==> src/mouse_pkg.sv <==
// report protocol constants and host register map; frame layout is fixed at 0xBA 0x11 plus six bytes
package mouse_pkg;

	// start pattern, first byte then second
	localparam logic [7:0] start_byte_1 = 8'hBA;
	localparam logic [7:0] start_byte_2 = 8'h11;

	// host register map
	localparam logic [1:0] addr_status = 2'd0;
	localparam logic [1:0] addr_x      = 2'd1;
	localparam logic [1:0] addr_y      = 2'd2;
	localparam logic [1:0] addr_ctrl   = 2'd3;

	// control word layout
	// enable in the low bit
	localparam int ctrl_enable_bit = 0;

	// frame counter sits in the top byte of the control word
	localparam int count_width = 8;

endpackage

==> src/uart_pkg.sv <==
// serial link constants for 8N1 only; clks_per_bit must stay even and at least 8
package uart_pkg;

	// oversampling ratio, clock cycles per serial bit
	localparam logic [15:0] clks_per_bit = 16'd16;

	// payload bits per character
	localparam int data_bits = 8;

endpackage

==> src/mouse_if_top.sv <==
// mouse report receiver top; serial in, 2-bit host register port, no interrupt output
`timescale 1ns/10ps

module mouse_if_top (
	input  logic        clk,
	input  logic        rst,
	input  logic        rx,
	input  logic [1:0]  addr,
	input  logic        wr,
	input  logic [15:0] wdata,
	output logic [15:0] rdata
);

	logic [7:0]  rx_byte;
	logic        rda;
	logic [15:0] status_word;
	logic [15:0] x_word;
	logic [15:0] y_word;
	logic        frame_done;
	logic        enable;

	// serial line to bytes
	uart_rx u_uart_rx (
		.clk     (clk),
		.rst     (rst),
		.rx      (rx),
		.rx_byte (rx_byte),
		.rda     (rda)
	);

	// bytes to frames, steered by enable
	packet_parser u_packet_parser (
		.clk         (clk),
		.rst         (rst),
		.rda         (rda),
		.rx_byte     (rx_byte),
		.enable      (enable),
		.status_word (status_word),
		.x_word      (x_word),
		.y_word      (y_word),
		.frame_done  (frame_done)
	);

	// host side
	mouse_regs u_mouse_regs (
		.clk         (clk),
		.rst         (rst),
		.frame_done  (frame_done),
		.status_word (status_word),
		.x_word      (x_word),
		.y_word      (y_word),
		.wr          (wr),
		.addr        (addr),
		.wdata       (wdata),
		.rdata       (rdata),
		.enable      (enable)
	);

endmodule

==> src/mouse_regs.sv <==
// frame latch and host registers; only the ctrl address is writable, and only its enable bit
`timescale 1ns/10ps

module mouse_regs (
	input  logic        clk,
	input  logic        rst,
	input  logic        frame_done,
	input  logic [15:0] status_word,
	input  logic [15:0] x_word,
	input  logic [15:0] y_word,
	input  logic        wr,
	input  logic [1:0]  addr,
	input  logic [15:0] wdata,
	output logic [15:0] rdata,
	output logic        enable
);

	logic [15:0]                     status_q;
	logic [15:0]                     x_q;
	logic [15:0]                     y_q;
	logic [mouse_pkg::count_width-1:0] frame_cnt;

	// snapshot of the last complete frame
	// counter wraps naturally at its width
	always_ff @(posedge clk or posedge rst) begin
		if (rst) begin
			status_q  <= 16'd0;
			x_q       <= 16'd0;
			y_q       <= 16'd0;
			frame_cnt <= '0;
		end else if (frame_done) begin
			status_q  <= status_word;
			x_q       <= x_word;
			y_q       <= y_word;
			frame_cnt <= frame_cnt + 1'b1;
		end
	end

	// enable comes out of reset set
	always_ff @(posedge clk or posedge rst) begin
		if (rst) begin
			enable <= 1'b1;
		end else if (wr && addr == mouse_pkg::addr_ctrl) begin
			enable <= wdata[mouse_pkg::ctrl_enable_bit];
		end
	end

	// combinational read port
	always_comb begin
		rdata = 16'd0;
		case (addr)
			mouse_pkg::addr_status: rdata = status_q;
			mouse_pkg::addr_x:      rdata = x_q;
			mouse_pkg::addr_y:      rdata = y_q;
			default: begin
				// count in the top byte, enable in bit 0
				rdata[15 -: mouse_pkg::count_width]  = frame_cnt;
				rdata[mouse_pkg::ctrl_enable_bit]    = enable;
			end
		endcase
	end

endmodule

==> src/packet_parser.sv <==
// fixed six-byte frame after 0xBA 0x11; a mismatching start byte is discarded, never rechecked
`timescale 1ns/10ps

module packet_parser (
	input  logic        clk,
	input  logic        rst,
	input  logic        rda,
	input  logic [7:0]  rx_byte,
	input  logic        enable,
	output logic [15:0] status_word,
	output logic [15:0] x_word,
	output logic [15:0] y_word,
	output logic        frame_done
);

	// wait states idle on rda, read states look at rx_byte one cycle later
	localparam logic [2:0] ST_WAIT_S1 = 3'd0;
	localparam logic [2:0] ST_READ_S1 = 3'd1;
	localparam logic [2:0] ST_WAIT_S2 = 3'd2;
	localparam logic [2:0] ST_READ_S2 = 3'd3;
	localparam logic [2:0] ST_WAIT_D  = 3'd4;
	localparam logic [2:0] ST_READ_D  = 3'd5;

	logic [2:0]  state;
	logic [2:0]  next_state;
	logic [2:0]  byte_idx;
	logic [2:0]  next_byte_idx;
	logic [15:0] next_status_word;
	logic [15:0] next_x_word;
	logic [15:0] next_y_word;
	logic        done_q;
	logic        next_done;

	// a pending strobe dies with enable
	assign frame_done = done_q & enable;

	always_ff @(posedge clk or posedge rst) begin
		if (rst) begin
			state       <= ST_WAIT_S1;
			byte_idx    <= 3'd0;
			status_word <= 16'd0;
			x_word      <= 16'd0;
			y_word      <= 16'd0;
			done_q      <= 1'b0;
		end else begin
			state       <= next_state;
			byte_idx    <= next_byte_idx;
			status_word <= next_status_word;
			x_word      <= next_x_word;
			y_word      <= next_y_word;
			done_q      <= next_done;
		end
	end

	always_comb begin
		next_state       = state;
		next_byte_idx    = byte_idx;
		next_status_word = status_word;
		next_x_word      = x_word;
		next_y_word      = y_word;
		next_done        = 1'b0;
		case (state)
			ST_WAIT_S1: begin
				if (rda) begin
					next_state = ST_READ_S1;
				end
			end
			ST_READ_S1: begin
				// anything but the first start byte keeps hunting
				if (rx_byte == mouse_pkg::start_byte_1) begin
					next_state = ST_WAIT_S2;
				end else begin
					next_state = ST_WAIT_S1;
				end
			end
			ST_WAIT_S2: begin
				if (rda) begin
					next_state = ST_READ_S2;
				end
			end
			ST_READ_S2: begin
				// bad second byte goes back to the hunt
				if (rx_byte == mouse_pkg::start_byte_2) begin
					next_byte_idx = 3'd0;
					next_state    = ST_WAIT_D;
				end else begin
					next_state = ST_WAIT_S1;
				end
			end
			ST_WAIT_D: begin
				if (rda) begin
					next_state = ST_READ_D;
				end
			end
			ST_READ_D: begin
				// high byte of each word comes first
				case (byte_idx)
					3'd0:    next_status_word[15:8] = rx_byte;
					3'd1:    next_status_word[7:0]  = rx_byte;
					3'd2:    next_x_word[15:8]      = rx_byte;
					3'd3:    next_x_word[7:0]       = rx_byte;
					3'd4:    next_y_word[15:8]      = rx_byte;
					default: next_y_word[7:0]       = rx_byte;
				endcase
				if (byte_idx == 3'd5) begin
					next_done  = 1'b1;
					next_state = ST_WAIT_S1;
				end else begin
					next_byte_idx = byte_idx + 3'd1;
					next_state    = ST_WAIT_D;
				end
			end
			default: begin
				next_state = ST_WAIT_S1;
			end
		endcase
		// disabled means parked in the hunt, partial frame abandoned
		if (!enable) begin
			next_state = ST_WAIT_S1;
			next_done  = 1'b0;
		end
	end

endmodule

==> src/uart_rx.sv <==
// 8N1 receiver with no parity; a byte with a low stop bit is dropped without a strobe
`timescale 1ns/10ps

module uart_rx (
	input  logic       clk,
	input  logic       rst,
	input  logic       rx,
	output logic [7:0] rx_byte,
	output logic       rda
);

	// receiver states
	localparam logic [1:0] RX_IDLE  = 2'd0;
	localparam logic [1:0] RX_START = 2'd1;
	localparam logic [1:0] RX_DATA  = 2'd2;
	localparam logic [1:0] RX_STOP  = 2'd3;

	logic                           rx_meta;
	logic                           rx_sync;
	logic                           rx_prev;
	logic [1:0]                     state;
	logic [15:0]                    tick_cnt;
	logic [3:0]                     bit_cnt;
	logic [uart_pkg::data_bits-1:0] shift_reg;
	logic                           start_fall;
	logic                           start_mid;
	logic                           bit_end;

	// high to low on the synchronised line
	assign start_fall = rx_prev & ~rx_sync;

	// half a bit into the start bit, pulled in by the two sync stages
	assign start_mid = (tick_cnt == (uart_pkg::clks_per_bit >> 1) - 16'd3);

	// one full bit after the previous sample point
	assign bit_end = (tick_cnt == uart_pkg::clks_per_bit - 16'd1);

	// two-flop synchroniser plus one stage for edge detect
	// idle line is high
	always_ff @(posedge clk or posedge rst) begin
		if (rst) begin
			rx_meta <= 1'b1;
			rx_sync <= 1'b1;
			rx_prev <= 1'b1;
		end else begin
			rx_meta <= rx;
			rx_sync <= rx_meta;
			rx_prev <= rx_sync;
		end
	end

	always_ff @(posedge clk or posedge rst) begin
		if (rst) begin
			state    <= RX_IDLE;
			tick_cnt <= 16'd0;
			bit_cnt  <= 4'd0;
			rx_byte  <= 8'd0;
			rda      <= 1'b0;
		end else begin
			// strobe lasts one cycle
			rda <= 1'b0;
			case (state)
				RX_IDLE: begin
					tick_cnt <= 16'd0;
					if (start_fall) begin
						state <= RX_START;
					end
				end
				RX_START: begin
					if (start_mid) begin
						tick_cnt <= 16'd0;
						bit_cnt  <= 4'd0;
						// line back high means a glitch, not a start bit
						state    <= rx_sync ? RX_IDLE : RX_DATA;
					end else begin
						tick_cnt <= tick_cnt + 16'd1;
					end
				end
				RX_DATA: begin
					if (bit_end) begin
						tick_cnt <= 16'd0;
						if (bit_cnt == 4'(uart_pkg::data_bits - 1)) begin
							state <= RX_STOP;
						end else begin
							bit_cnt <= bit_cnt + 4'd1;
						end
					end else begin
						tick_cnt <= tick_cnt + 16'd1;
					end
				end
				RX_STOP: begin
					if (bit_end) begin
						tick_cnt <= 16'd0;
						state    <= RX_IDLE;
						// present only with a good stop bit
						if (rx_sync) begin
							rx_byte <= shift_reg;
							rda     <= 1'b1;
						end
					end else begin
						tick_cnt <= tick_cnt + 16'd1;
					end
				end
				default: begin
					state <= RX_IDLE;
				end
			endcase
		end
	end

	// lsb arrives first, so shift in from the top
	always_ff @(posedge clk) begin
		if (state == RX_DATA && bit_end) begin
			shift_reg <= {rx_sync, shift_reg[uart_pkg::data_bits-1:1]};
		end
	end

endmodule

==> config.mk <==
export PLATFORM = sky130hd
export DESIGN_NAME = mouse_if_top
export DESIGN_NICKNAME = d
export VERILOG_FILES = /design/src/mouse_pkg.sv /design/src/uart_pkg.sv /design/src/mouse_if_top.sv /design/src/mouse_regs.sv /design/src/packet_parser.sv /design/src/uart_rx.sv
export SDC_FILE = /design/constraint.sdc
export NUM_CORES = 1
export LEC_CHECK = 0
export ABC_AREA = 0
export BUFFER_PORTS_ARGS = -buffer_cell sky130_fd_sc_hd__buf_2
export CORE_ASPECT_RATIO = 1.4
export CORE_MARGIN = 2
export CORE_UTILIZATION = 60
export CTS_CLUSTER_DIAMETER = 200
export DETAILED_ROUTE_END_ITERATION = 6
export PLACE_DENSITY = 0.86
export SYNTH_ARGS = -nofsm -noshare
export SYNTH_HDL_FRONTEND = slang
export SYNTH_HIERARCHICAL = 1
export SYNTH_SLANG_ARGS = --single-unit
==> constraint.sdc <==
create_clock -name clk -period 2 [get_ports clk]
set_input_delay 0.3 -clock clk [delete_from_list [all_inputs] [get_ports clk]]
set_output_delay 0.3 -clock clk [all_outputs]
set_load 0.03 [all_outputs]
[Word-level counts from Yosys, hierarchy flattened]
Index checks and enable logic that the tools add are counted.
Storage, ports and cells
  register bits: 154
  input port bits: 22
  output and inout bits: 16
  logic and storage cells: 118
Cells by class
  add/subtract/negate cells: 4
  eq/ne operators: 32
  mux-type cells: 34
  bitwise logic cells: 4
  reductions and logical operators: 21
Operators with widths (number)
  16-bit case mux with 3 select lines: 1
  16-bit two-way mux: 2
  3-bit two-way mux: 8
  8-bit case mux with 3 select lines: 1
  7-bit case mux with 3 select lines: 1
  3-bit case mux with 6 select lines: 1
  16-bit by 1-bit adder with 16-bit output (second input constant): 1
  16-bit by 3-bit equality test with 1-bit output (second input constant): 1
  16-bit by 4-bit equality test with 1-bit output (second input constant): 1
  2-bit two-way mux: 7
  3-bit by 2-bit equality test with 1-bit output (second input constant): 4
  3-bit equality test (second input constant): 4
  4-bit two-way mux: 3
  2-bit by 1-bit inequality test with 1-bit output (second input constant): 6
  2-bit AND reduction: 6
  3-bit inequality test (second input constant): 3
  3-bit AND reduction: 3
  8-bit by 1-bit adder with 8-bit output (second input constant): 1
  2-bit equality test (second input constant): 4
  8-bit by 5-bit equality test with 1-bit output (second input constant): 1
  8-bit equality test (second input constant): 1
  2-bit case mux with 4 select lines: 1
  4-bit case mux with 2 select lines: 1
  3-bit by 1-bit equality test with 1-bit output (second input constant): 2
  other kinds (18): 31

[Depth between registers and ports, before layout]
  word-level depth: 4
  depth in mapped cells: 7
  mapped depth without buffers: 6

[Hierarchy]
The synthesis kept the hierarchy.
Modules (own cells, without submodules)
  mouse_regs: instances 1, cells each 167, area each 2597.5 um2, seq. area each 1427.6 um2
  packet_parser: instances 1, cells each 157, area each 2393.5 um2, seq. area each 1376.3 um2
  uart_rx: instances 1, cells each 153, area each 1891.8 um2, seq. area each 1094.8 um2

[Worst setup path after synthesis]
Ideal clock, no wire load.
  path kind: register to register
  from: reg u_uart_rx.tick_cnt[12]
  to: reg u_uart_rx/shift_reg[0] (netlist bit) (enable)
  library setup time: 0.370 ns
  arrival: 1.416 ns
  required time: 1.630 ns
  setup slack: 0.213 ns
  cell stages (with the launch flop): 4
  buffers on the path: 0
  period minus slack after synthesis: 1.787 ns
  cell sequence: dfrtp_1 -> nor4_4 -> nand4_2 -> nor2_1
On the way
  word-level cells in the longest chain between the ends: 2
RTL lines
  start: declaration: RTL line uart_rx.sv:22  | logic [15:0] tick_cnt;
  start signal: assignment: RTL line uart_rx.sv:76  | tick_cnt <= tick_cnt + 16'd1;
  start signal: assignment: RTL line uart_rx.sv:88  | tick_cnt <= tick_cnt + 16'd1;
  start signal: assignment: RTL line uart_rx.sv:101  | tick_cnt <= tick_cnt + 16'd1;
  16-bit by 4-bit equality test with 1-bit output: RTL line uart_rx.sv:36  | assign bit_end = (tick_cnt == uart_pkg::clks_per_bit - 16'd1);
  1-bit logical AND: RTL line uart_rx.sv:113  | if (state == RX_DATA && bit_end) begin
  end signal: assignment: RTL line uart_rx.sv:114  | shift_reg <= {rx_sync, shift_reg[uart_pkg::data_bits-1:1]};
  end: declaration: RTL line uart_rx.sv:24  | logic [uart_pkg::data_bits-1:0] shift_reg;
Every way passes these cells.
A chain may end at the register's enable or synchronous reset.

[Worst setup path after layout]
  from: reg u_packet_parser.byte_idx[0]
  to: reg u_packet_parser.status_word[13]
On the way
  word-level cells in the longest chain between the ends: 2
RTL lines
  start: declaration: RTL line packet_parser.sv:26  | logic [2:0] byte_idx;
  start signal: assignment: RTL line packet_parser.sv:47  | byte_idx <= next_byte_idx;
  3-bit logical NOT: RTL line packet_parser.sv:97  | case (byte_idx)
  2-bit AND reduction (no line)
  end signal: assignment: RTL line packet_parser.sv:48  | status_word <= next_status_word;
  end: declaration: RTL line packet_parser.sv:10  | output logic [15:0] status_word,
Every way passes these cells.

==> summary.md <==
| Metric | Value |
|---|---|
| Pre-antenna DRT Iters | 4 |
| Layout area overhead | 13.8% |
| Critical Path Max Stage Delay | 550 ps |
| Via density | between 5 and 6 |
| First-pass GRT wire length | around 22 mm |
| Clock buffer depth | 2 |
| Vias | 4021 |
| Port Buffer Count | 22 |
| Critical Path End Type | flip-flop |
| Final hold vios | 0 |
| Final Setup Violations | 0 |
| Die X | roughly 95 um |
| Avg Inst Size Synth | about 14 um2 |
| Min-delay worst type | input pin to flip-flop |
| # rows | 46 |
| GR Util All Layers | 0.240 |
| Initial DRC count | around 220 |
| Async S/R FF share, synth | 0.948 |
| CTS tree | done |
| Cell variety after synth | 60 |
| Post-synthesis instance area | 6880 um2 |
| Crit path launch type | flip-flop |
| Die area | 12400 um2 |
| Max Clk Rate | about 0.52 GHz |
| I/O pin total | 38 |
| Final #Nets | 548 |
| Leakage | 3.85 nW |
| Antenna violations before repair | 0 |
| Skew-Pair Late Insertion Delay | around 410 ps |
| HPWL after DPL | about 9 mm |
| H-tree Lvls | 4 |
| Status | complete, no violations |
| WL/cell | about 20 um |
| Post-Syn Nets | 508 |
| Fraction of layout cells with a size suffix above 1 | 0.309 |
| PD cells | between 800 and 900 nW/um2 |
| CTS Sinks | 154 |
| YS warnings | 6 |
| Minimum clock period | between 1500 and 2000 ps |
| Core area | roughly 11000 um2 |
| MaxCap Viol Count | 0 |
| Remaining Overflow, GRT | 0 |
| Classification of the worst setup path | flip-flop to flip-flop |
| Slew headroom | 0.608 |
| Die Ht | approximately 130 um |
| Clock slew at reported path FFs | ~60 ps |
| Post-synth top area cell | dfrtp_1 |
| Yosys reg bits | around 150 |
| Pin count of the biggest net entering global routing | between 40 and 50 |
| GP Congestion | 0.811 |
| Clk_skew | approximately 7.4 ps |
| Vias in the first global route | around 4300 |
| Final slew viol count | 0 |
| Routed Antenna Nets | 0 |
| # diodes | 0 |
| Total power | between 6 and 7 mW |
| Peak VDD IR | between 0.0005 and 0.0006 V |
| Main synth FF type | dfrtp_1 |
| WP data required | between 2000 and 2500 ps |
| Worst hold slack | between 100 and 150 ps |
| Synth cell count leaders | dfrtp_1 (142), mux2_2 (57), mux2_1 (33), nor2_1 (22), nand2_1 (18) |
| Worst-path maximum fanout | 8 |
| Top-count cell post-synth | dfrtp_1 |
| Crit-path cells | inv_1 > ha_1 > and3b_1 > and3_1 > mux2_4 |
| Register area share after synthesis | 0.566 |
| Crit-path slowest cell | and3_1 |
| Critical Path AT | approximately 2200 ps |
| WL final | ~14 mm |
| Crit share post-route | 0.965 |
| Drc violations | 0 |
| Share of the synthesized area in the top cell type | 0.516 |
| Post-synthesis cell count | about 480 |
| Worst-Margin Slew | just under 600 ps |
| Post-synth EDFFs | 8 |
| Root buf cell | clkbuf_16 |
| Starting Density | 0.610 |
| Area contributors post-synth | dfrtp_1 (52%), mux2_2 (9.3%), mux2_1 (5.4%) |
| CTS Buf Count | 17 |
cell type report:
| type | instances | area [um2] |
|---|---|---|
| Sequential cell | 154 | 3900 |
| Fill cell | 696 | 3450 |
| Multi-Input combinational cell | 295 | 2810 |
| Clock buffer | 23 | 489 |
| Timing Repair Buffer | 37 | 278 |
| Tap cell | 144 | 180 |
| Clock inverter | 9 | 135 |
| Inverter | 12 | 45.0 |
path summary, 6_finish.rpt:
| kind | from | to | slack [ps] | cells after the start |
|---|---|---|---|---|
| setup / recovery | u_packet_parser/byte_idx[0]$_DFFE_PP0P_ | u_packet_parser/status_word[13]$_DFFE_PP0P_ | 70 | 5 |
| hold / removal | wdata[0] | u_mouse_regs/enable$_DFFE_PP1P_ | 130 | 2 |
| setup reg to reg | u_packet_parser/byte_idx[0]$_DFFE_PP0P_ | u_packet_parser/status_word[13]$_DFFE_PP0P_ | 70 | 5 |
| hold reg to reg | u_uart_rx/rx_meta$_DFF_PP1_ | u_uart_rx/rx_sync$_DFF_PP1_ | 360 | 0 |
| max in group asynchronous | rst | u_mouse_regs/enable$_DFFE_PP1P_ | 890 | 4 |
| min in group asynchronous | rst | u_packet_parser/y_word[3]$_DFFE_PP0P_ | 430 | 3 |
through the flow:
step / setup slack, ps / utilization / cells / instance area, um2 / TNS, ps
floorplan: 213 / - / 477 / 6880 / 0
global placement: 122 / 0.637 / 640 / 7190 / 0
detailed placement: 56.0 / 0.637 / 640 / 7190 / 0
CTS: 39.5 / 0.694 / 674 / 7830 / 0
global route: -1.93 / 0.694 / 674 / 7830 / -1.93
finish: 70.8 / 0.694 / 674 / 7830 / 0
power breakdown:
group | total, mW | internal [mW] | leakage, nW | switching, mW
clock | 3.31 | 2.11 | 0.295 | 1.20
sequential | 3.17 | 3.16 | 2.10 | 0.0177
combinational | 0.181 | 0.0608 | 1.45 | 0.120
total | 6.66 | 5.32 | 3.85 | 1.34
critical path, delay by kind of cell (launching register included):
family	cells	cell delay (ps)
mux	1	350
fa+ha+maj	1	190
buf+inv	1	100
simple gates	2	760
flops	1	410
layout by cell type, fill, tap and decap left out, types with 4 or more instances in the layout:
cell,n
ha_1,9
dfrtp_1,142
mux4_1,8
and3_1,8
xnor2_1,10
xor2_1,9
nand2b_1,4
mux2_2,57
mux2_1,33
nor2_1,22
nand4_1,8
dfstp_2,4
o21ai_0,16
buf_12,4
buf_4,9
edfxtp_1,8
nand3_1,7
buf_2,22
inv_1,10
mux2_4,17
clkbuf_16,18
mux2i_1,10
nor3_1,4
nand2_1,18
logic make-up (layout without fill, tap and decap cells):
kind of cell / after synthesis / after routing / share of synthesized area
compound gates: 33 / 33 / 0.0334
xor+xnor: 19 / 19 / 0.0242
fa+ha+maj: 9 / 9 / 0.0164
simple gates: 108 / 108 / 0.101
flops: 154 / 154 / 0.566
mux: 126 / 126 / 0.233
buf+inv: 28 / 81 / 0.0264
layer usage:
metal	GRT usage	wire length (um)	up-vias
met4	0.0955	365	0
met1	0.276	5450	2089
met2	0.433	7490	88
met3	0.0533	438	32
li1	-	-	1812
met5	0	0	-
timing repair:
action	in CTS	in global routing
hold endpoints to repair	35	0
setup buffers	0	0
endpoints found under the setup margin	0	14
hold buffers	2	0
gates resized for setup	0	1
Power figures use the tool's default switching activity.
